==> config.mk <==
export PLATFORM = sky130hd
export DESIGN_NAME = commit_unit
export DESIGN_NICKNAME = d
export VERILOG_FILES = /design/src/logic/rv_isa_pkg.sv /design/src/logic/commit_pkg.sv /design/src/logic/commit_ctrl.sv /design/src/logic/commit_record.sv /design/src/logic/arch_reg_shadow.sv /design/src/logic/commit_counters.sv /design/src/logic/commit_unit.sv
export VERILOG_INCLUDE_DIRS = /design/src /design/src/include
export SDC_FILE = /design/constraint.sdc
export NUM_CORES = 2
export LEC_CHECK = 0
export ABC_AREA = 0
export BUFFER_PORTS_ARGS = -buffer_cell sky130_fd_sc_hd__buf_2
export CORE_MARGIN = 10
export CORE_UTILIZATION = 55
export CTS_CLUSTER_SIZE = 28
export DETAILED_ROUTE_END_ITERATION = 10
export PLACE_DENSITY_LB_ADDON = 0.25
export SETUP_SLACK_MARGIN = 0.5
export SYNTH_ARGS = -nofsm -noshare
export SYNTH_HDL_FRONTEND = slang
export SYNTH_SLANG_ARGS = --single-unit
==> constraint.sdc <==
create_clock -name clk -period 16 [get_ports clk]
set_clock_uncertainty 0.1 [all_clocks]
set_input_delay 0.8 -clock clk [delete_from_list [all_inputs] [get_ports clk]]
set_output_delay 0.8 -clock clk [all_outputs]
set_load 0.01 [all_outputs]
==> src/include/commit_params.svh <==
// ISA width and register file size macros for the commit unit
`ifndef COMMIT_PARAMS_SVH
`define COMMIT_PARAMS_SVH

// data path width, RV64
`define XLEN 64

// instruction word width, no compressed instructions
`define ILEN 32

// integer register file
`define NUM_GPR 32
`define GPR_IDX_W 5

`endif

==> src/logic/rv_isa_pkg.sv <==
// ISA-side types: major opcodes, register index, a0 index

`include "commit_params.svh"

package rv_isa_pkg;

  // major opcode field, inst[6:0]
  typedef enum logic [6:0] {
    OPC_LOAD   = 7'h03,
    OPC_OP_IMM = 7'h13,
    OPC_OP     = 7'h33,
    OPC_LUI    = 7'h37,
    OPC_SYSTEM = 7'h73,
    OPC_TRAP   = 7'h6b  // simulation trap, ends the run
  } opcode_e;

  // integer register index
  typedef logic [`GPR_IDX_W-1:0] gpr_idx_t;

  // a0 holds the trap code
  localparam gpr_idx_t GPR_A0 = gpr_idx_t'(10);

endpackage

==> src/logic/commit_pkg.sv <==
// commit-side types: data word, instruction word, control state

`include "commit_params.svh"

package commit_pkg;

  // architectural data word
  typedef logic [`XLEN-1:0] xlen_t;

  // raw instruction word
  typedef logic [`ILEN-1:0] inst_t;

  // commit control state
  typedef enum logic {
    ST_RUN  = 1'b0,  // accepting commits
    ST_HALT = 1'b1   // trap seen, wait for reset
  } cmt_state_e;

endpackage

==> src/logic/commit_ctrl.sv <==
// run/halt control for the commit unit
// qualifies commits and interrupts, detects the simulation trap
`timescale 1ns/1ns

`include "commit_params.svh"

module commit_ctrl
  import rv_isa_pkg::*;
  import commit_pkg::*;
(
  input  logic        clk,
  input  logic        rst,
  input  logic        i_cmt_valid,
  input  inst_t       i_inst,
  input  logic [31:0] i_intr_no,
  output logic        o_commit_en,
  output logic        o_intr_take,
  output logic        o_trap_take,
  output logic        o_running
);

  cmt_state_e state_q;
  cmt_state_e state_d;
  opcode_e    opcode;
  logic       intr_pending;
  logic       is_trap;

  assign opcode       = opcode_e'(i_inst[6:0]);
  assign is_trap      = (opcode == OPC_TRAP);
  assign intr_pending = (i_intr_no != '0);

  assign o_running = (state_q == ST_RUN);

  // an interrupt replaces the instruction in the same slot
  assign o_commit_en = o_running & i_cmt_valid & ~intr_pending;
  assign o_intr_take = o_running & i_cmt_valid & intr_pending;
  assign o_trap_take = o_commit_en & is_trap;

  always_comb begin
    state_d = state_q;
    case (state_q)
      ST_RUN: begin
        if (o_trap_take) begin
          state_d = ST_HALT;  // last retired inst
        end
      end
      ST_HALT: begin
        state_d = ST_HALT;  // only reset leaves
      end
      default: begin
        state_d = ST_RUN;
      end
    endcase
  end

  always_ff @(posedge clk) begin
    if (rst) begin
      state_q <= ST_RUN;
    end else begin
      state_q <= state_d;
    end
  end

endmodule

==> src/logic/commit_record.sv <==
// registered difftest commit record, interrupt event and trap event
`timescale 1ns/1ns

`include "commit_params.svh"

module commit_record
  import rv_isa_pkg::*;
  import commit_pkg::*;
(
  input  logic        clk,
  input  logic        rst,
  input  logic        i_commit_en,
  input  logic        i_intr_take,
  input  logic        i_trap_take,
  input  xlen_t       i_pc,
  input  inst_t       i_inst,
  input  gpr_idx_t    i_rd,
  input  logic        i_rd_wen,
  input  xlen_t       i_rd_wdata,
  input  logic        i_skip,
  input  logic [31:0] i_intr_no,
  input  xlen_t       i_a0,
  output logic        o_cmt_valid,
  output xlen_t       o_cmt_pc,
  output inst_t       o_cmt_inst,
  output logic        o_cmt_wen,
  output gpr_idx_t    o_cmt_wdest,
  output xlen_t       o_cmt_wdata,
  output logic        o_cmt_skip,
  output logic        o_intr_valid,
  output logic [31:0] o_intr_no,
  output xlen_t       o_intr_pc,
  output logic        o_trap,
  output logic [7:0]  o_trap_code
);

  // pulses and sticky trap
  always_ff @(posedge clk) begin
    if (rst) begin
      o_cmt_valid  <= 1'b0;
      o_intr_valid <= 1'b0;
      o_trap       <= 1'b0;
      o_trap_code  <= 8'h00;
    end else begin
      o_cmt_valid  <= i_commit_en;
      o_intr_valid <= i_intr_take;
      if (i_trap_take) begin
        o_trap      <= 1'b1;
        o_trap_code <= i_a0[7:0];  // a0 before this inst
      end
    end
  end

  // commit fields hold until the next commit
  always_ff @(posedge clk) begin
    if (i_commit_en) begin
      o_cmt_pc    <= i_pc;
      o_cmt_inst  <= i_inst;
      o_cmt_wen   <= i_rd_wen;
      o_cmt_wdest <= i_rd;
      o_cmt_wdata <= i_rd_wdata;
      o_cmt_skip  <= i_skip;
    end
  end

  always_ff @(posedge clk) begin
    if (i_intr_take) begin
      o_intr_no <= i_intr_no;
      o_intr_pc <= i_pc;  // pc of the interrupted slot
    end
  end

endmodule

==> src/logic/arch_reg_shadow.sv <==
// shadow integer register file with a0 and debug read ports
`timescale 1ns/1ns

`include "commit_params.svh"

module arch_reg_shadow
  import rv_isa_pkg::*;
  import commit_pkg::*;
(
  input  logic     clk,
  input  logic     rst,
  input  logic     i_wen,
  input  gpr_idx_t i_waddr,
  input  xlen_t    i_wdata,
  input  gpr_idx_t i_raddr,
  output xlen_t    o_rdata,
  output xlen_t    o_a0
);

  xlen_t regs [`NUM_GPR];
  logic  wr_ok;

  // x0 never written, stays zero from reset
  assign wr_ok = i_wen & (i_waddr != '0);

  always_ff @(posedge clk) begin
    if (rst) begin
      for (int i = 0; i < `NUM_GPR; i++) begin
        regs[i] <= '0;
      end
    end else if (wr_ok) begin
      regs[i_waddr] <= i_wdata;
    end
  end

  assign o_rdata = regs[i_raddr];  // debug port
  assign o_a0    = regs[GPR_A0];

endmodule

==> src/logic/commit_counters.sv <==
// cycle and retired-instruction counters, frozen once halted
`timescale 1ns/1ns

`include "commit_params.svh"

module commit_counters
  import commit_pkg::*;
(
  input  logic  clk,
  input  logic  rst,
  input  logic  i_running,
  input  logic  i_commit_en,
  output xlen_t o_cycle_cnt,
  output xlen_t o_instr_cnt
);

  xlen_t cycle_inc;
  xlen_t instr_inc;

  assign cycle_inc = {{(`XLEN-1){1'b0}}, i_running};
  assign instr_inc = {{(`XLEN-1){1'b0}}, i_commit_en};  // low after halt too

  always_ff @(posedge clk) begin
    if (rst) begin
      o_cycle_cnt <= '0;
      o_instr_cnt <= '0;
    end else begin
      o_cycle_cnt <= o_cycle_cnt + cycle_inc;
      o_instr_cnt <= o_instr_cnt + instr_inc;
    end
  end

endmodule

==> src/logic/commit_unit.sv <==
// commit unit top: control, record, shadow registers and counters
`timescale 1ns/1ns

`include "commit_params.svh"

module commit_unit
  import rv_isa_pkg::*;
  import commit_pkg::*;
(
  input  logic        clk,
  input  logic        rst,
  input  logic        i_cmt_valid,
  input  xlen_t       i_pc,
  input  inst_t       i_inst,
  input  gpr_idx_t    i_rd,
  input  logic        i_rd_wen,
  input  xlen_t       i_rd_wdata,
  input  logic        i_skip,
  input  logic [31:0] i_intr_no,
  input  gpr_idx_t    i_gpr_raddr,
  output logic        o_cmt_valid,
  output xlen_t       o_cmt_pc,
  output inst_t       o_cmt_inst,
  output logic        o_cmt_wen,
  output gpr_idx_t    o_cmt_wdest,
  output xlen_t       o_cmt_wdata,
  output logic        o_cmt_skip,
  output logic        o_intr_valid,
  output logic [31:0] o_intr_no,
  output xlen_t       o_intr_pc,
  output logic        o_trap,
  output logic [7:0]  o_trap_code,
  output xlen_t       o_cycle_cnt,
  output xlen_t       o_instr_cnt,
  output xlen_t       o_gpr_rdata
);

  logic  commit_en;
  logic  intr_take;
  logic  trap_take;
  logic  running;
  logic  shadow_wen;
  xlen_t a0;

  assign shadow_wen = commit_en & i_rd_wen;  // skip still writes

  commit_ctrl u_ctrl (
    .clk         (clk),
    .rst         (rst),
    .i_cmt_valid (i_cmt_valid),
    .i_inst      (i_inst),
    .i_intr_no   (i_intr_no),
    .o_commit_en (commit_en),
    .o_intr_take (intr_take),
    .o_trap_take (trap_take),
    .o_running   (running)
  );

  commit_record u_record (
    .clk          (clk),
    .rst          (rst),
    .i_commit_en  (commit_en),
    .i_intr_take  (intr_take),
    .i_trap_take  (trap_take),
    .i_pc         (i_pc),
    .i_inst       (i_inst),
    .i_rd         (i_rd),
    .i_rd_wen     (i_rd_wen),
    .i_rd_wdata   (i_rd_wdata),
    .i_skip       (i_skip),
    .i_intr_no    (i_intr_no),
    .i_a0         (a0),
    .o_cmt_valid  (o_cmt_valid),
    .o_cmt_pc     (o_cmt_pc),
    .o_cmt_inst   (o_cmt_inst),
    .o_cmt_wen    (o_cmt_wen),
    .o_cmt_wdest  (o_cmt_wdest),
    .o_cmt_wdata  (o_cmt_wdata),
    .o_cmt_skip   (o_cmt_skip),
    .o_intr_valid (o_intr_valid),
    .o_intr_no    (o_intr_no),
    .o_intr_pc    (o_intr_pc),
    .o_trap       (o_trap),
    .o_trap_code  (o_trap_code)
  );

  arch_reg_shadow u_shadow (
    .clk     (clk),
    .rst     (rst),
    .i_wen   (shadow_wen),
    .i_waddr (i_rd),
    .i_wdata (i_rd_wdata),
    .i_raddr (i_gpr_raddr),
    .o_rdata (o_gpr_rdata),
    .o_a0    (a0)
  );

  commit_counters u_counters (
    .clk         (clk),
    .rst         (rst),
    .i_running   (running),
    .i_commit_en (commit_en),
    .o_cycle_cnt (o_cycle_cnt),
    .o_instr_cnt (o_instr_cnt)
  );

endmodule

==> qor.csv <==
metric,value,unit
Net Sw Power,0.00322,W
total track usage,0.335,
combinational share of power,0.072,
Iter 0 DRT Violations,10700,
Crit Path Max Fanout,66,
Post-CTS Setup Bufs,0,
"Cell Area, Synth",104000,um^2
worst hold path type,primary input to flop,
hold slack,53.2,ps
clk buf depth,3,
clock slew at reported path FFs,60,ps
GPL Wtd Cong,0.947,
crit path kind,primary input to output port,
first-pass GRT wire length,491000,um
max_cap viols,0,
Reg-to-Reg Start,u_ctrl.state_q,
Post-Synthesis Cells,6785,
area grow syn2layout,14.4,%
critical path data arrival time,5150,ps
clock share of power,0.399,
"slowest stage cell, crit path",a221oi_1,
status,"finished, final reports clean",
hold path startpoint,i_pc[41],
clk root buf,clkbuf_16,
Internal Power,0.0107,W
Initial Utilization,0.553,
R2R depth,7,
Routed WL,352000,um
layout cell share with drive strength beyond 1,0.227,
minimum clock period,6050,ps
Total Power,0.0139,W
"commonest non-fill, non-tap cell in the layout",edfxtp_1,
routed via count,67500,
ys flop type,edfxtp_1,
GR Overflow Total,0,
most frequent cells in the layout,"2311 x edfxtp_1, 1056 x nor2_1, 1030 x and2_1",
pin count of the biggest net entering global routing,169,
Post-DP HPWL,193000,um
hold endpoint,u_record.o_cmt_pc[41],
Clock Latency Late Sink,890,ps
Achievable Freq,165,MHz
CTS tree,built,
synth warn,0,
Pwr Density,117,nW/um^2
Final Non-Filler Cells,10200,
Die Y,454,um
setup_tns,0,ps
Worst EP required,15100,ps
Post-synth EDFFs,2311,
Routed Antenna Nets,0,
via-per-instance ratio,6.61,
IO buf count,672,
antenna violations before repair,26,
vias in the first global route,66300,
hold path depth,1,
endpoint type of the worst setup path,output port,
Die Width,454,um
maximum VDD drop,0.116,mV
sw frac,0.232,
crit-path cells,buf_8 -> buf_4 -> buf_4 -> mux4_2 -> a22o_1 -> a221oi_1 -> a221oi_1 -> buf_2,
unrepaired setup endpoints after global routing,no,
"Net count, final",7709,
total CTS buffers,239,
period utilization,0.378,
Leakage,41.1,nW
die area,206000,um^2
"Hold Violations, Final",0,
startpoint types,primary input,
final setup violation count,0,
register bit total from synthesis,2451,
wire length per cell,34.4,um
R2R Path End,u_shadow.regs[30][15],
DRT Pass-1 Iters,6,
sequential fraction of design power,0.529,
slew margin rel.,0.0970,
Avg Inst Size Synth,15.3,um^2
cell count after placement,9653,
PnR worst setup slack,9950,ps
Worst-Margin Slew,1350,ps
Clock Sinks,2451,
drt drc,0,
max incr delay on CP,890,ps
register area share after synthesis,0.696,
Yosys cell types,57,
flop-to-flop setup slack,11590,ps
std cell rows,159,
num ports,673,
"Slew Viols, Final",0,
pre-CTS WS,9920,ps
Post-synth ARST share,0,
core area,188000,um^2
H-tree depth,4,
## cell type report
cell class | instances | area [um^2]
Multi-Input combinational cell | 3864 | 30100
Tap cell | 2495 | 3120
Timing Repair Buffer | 915 | 5550
Clock inverter | 134 | 1260
Fill cell | 13400 | 68900
Antenna cell | 16 | 40.0
Clock buffer | 311 | 6350
Sequential cell | 2451 | 72200
Inverter | 27 | 105
## worst max-delay path by stage
stage                    from  slack (ps)                         end
2_1_floorplan   i_intr_no[26]        5650  u_counters.o_instr_cnt[62]
3_3_place_gp   i_gpr_raddr[0]        9890             o_gpr_rdata[12]
3_5_place_dp   i_gpr_raddr[0]        9920             o_gpr_rdata[12]
4_1_cts        i_gpr_raddr[0]        9920             o_gpr_rdata[12]
5_1_grt        i_gpr_raddr[0]        9740             o_gpr_rdata[12]
6_report       i_gpr_raddr[0]        9950             o_gpr_rdata[12]
## power groups by stage
stage	sequential, W	combinational (W)	clock (W)
after global placement	0.00746	0.000951	0
after CTS	0.00734	0.000981	0.00557
after global routing	0.00736	0.00102	0.00583
final	0.00735	0.000998	0.00555
after detailed placement	0.00748	0.000959	0
after floorplan	0.00749	0.000509	0
## cells by family after synthesis
family          synth area share
simple gates               0.128
other cells            0.0000362
xor+xnor                 0.00507
flops                      0.696
buf+inv                   0.0218
mux                        0.116
fa+ha+maj               0.000482
compound gates            0.0327
## repair_timing
action                                 CTS  global route
endpoints found under the hold margin  138             0
hold buffers                            99             0
resized for setup                        0             0
## layer usage
metal | track usage | up-vias | wire length (um)
met4 | 0.154 | 10 | 18300
met3 | 0.0855 | 991 | 46300
met2 | 0.524 | 5385 | 164000
met5 | 0 | - | 83
met1 | 0.444 | 34400 | 123000
li1 | - | 26800 | -
## worst max-delay path: cells and delay by family
kind	cells	cell delay, ps
compound gates	3	1090
buf+inv	4	2590
mux	1	390
## through the flow
step            util  area [um^2]
2_1_floorplan      -       104000
3_3_place_gp   0.587       110000
3_5_place_dp   0.587       110000
4_1_cts        0.633       119000
5_1_grt        0.633       119000
6_report       0.633       119000
## sequential cells by signal, summed over array words and instances, names as in the netlist, 8 cells and up
signal                  flops
u_record.o_intr_pc         64
u_record.o_cmt_pc          64
u_record.o_cmt_wdata       64
u_record.o_intr_no         32
u_record.o_cmt_inst        32
u_counters.o_cycle_cnt     64
u_shadow.regs            2048
u_record.o_trap_code        8
u_counters.o_instr_cnt     64
## cell usage after synthesis (3+ instances only)
| cell | n | area, um^2 |
|---|---|---|
| nand4b_1 | 3 | 26.3 |
| and4_1 | 15 | 131 |
| or2_2 | 46 | 288 |
| xnor2_1 | 28 | 245 |
| nor3_1 | 15 | 75.1 |
| o21a_1 | 9 | 67.6 |
| nand3_1 | 51 | 255 |
| o31ai_1 | 18 | 135 |
| nor2b_1 | 9 | 56.3 |
| buf_1 | 22 | 82.6 |
| mux4_2 | 473 | 10700 |
| buf_2 | 173 | 866 |
| o221ai_1 | 86 | 753 |
| o211ai_1 | 5 | 37.5 |
| o21ai_0 | 112 | 561 |
| ha_1 | 4 | 50.1 |
| inv_1 | 26 | 97.6 |
| mux2_2 | 4 | 45.0 |
| a21oi_1 | 118 | 591 |
| nand4_1 | 50 | 313 |
| edfxtp_1 | 2311 | 69400 |
| nand2_1 | 205 | 769 |
| nor4_2 | 5 | 62.6 |
| a31o_2 | 3 | 26.3 |
| buf_4 | 12 | 90.1 |
| a22oi_1 | 68 | 510 |
| nand2b_1 | 5 | 31.3 |
| xor2_1 | 32 | 280 |
| clkbuf_1 | 299 | 1120 |
| nand3b_1 | 5 | 37.5 |
| mux2i_1 | 130 | 1300 |
| dfxtp_1 | 140 | 2800 |
| a221oi_1 | 39 | 342 |
| a211oi_1 | 4 | 30.0 |
| nor4_1 | 23 | 144 |
| a22o_1 | 20 | 175 |
| or4_1 | 25 | 188 |
| o22ai_1 | 19 | 119 |
| and3_1 | 20 | 125 |
| nor2_1 | 1073 | 4030 |
| or3_1 | 29 | 181 |
| and2_1 | 1031 | 6450 |
No activity file was read; power rests on OpenSTA's default activity.
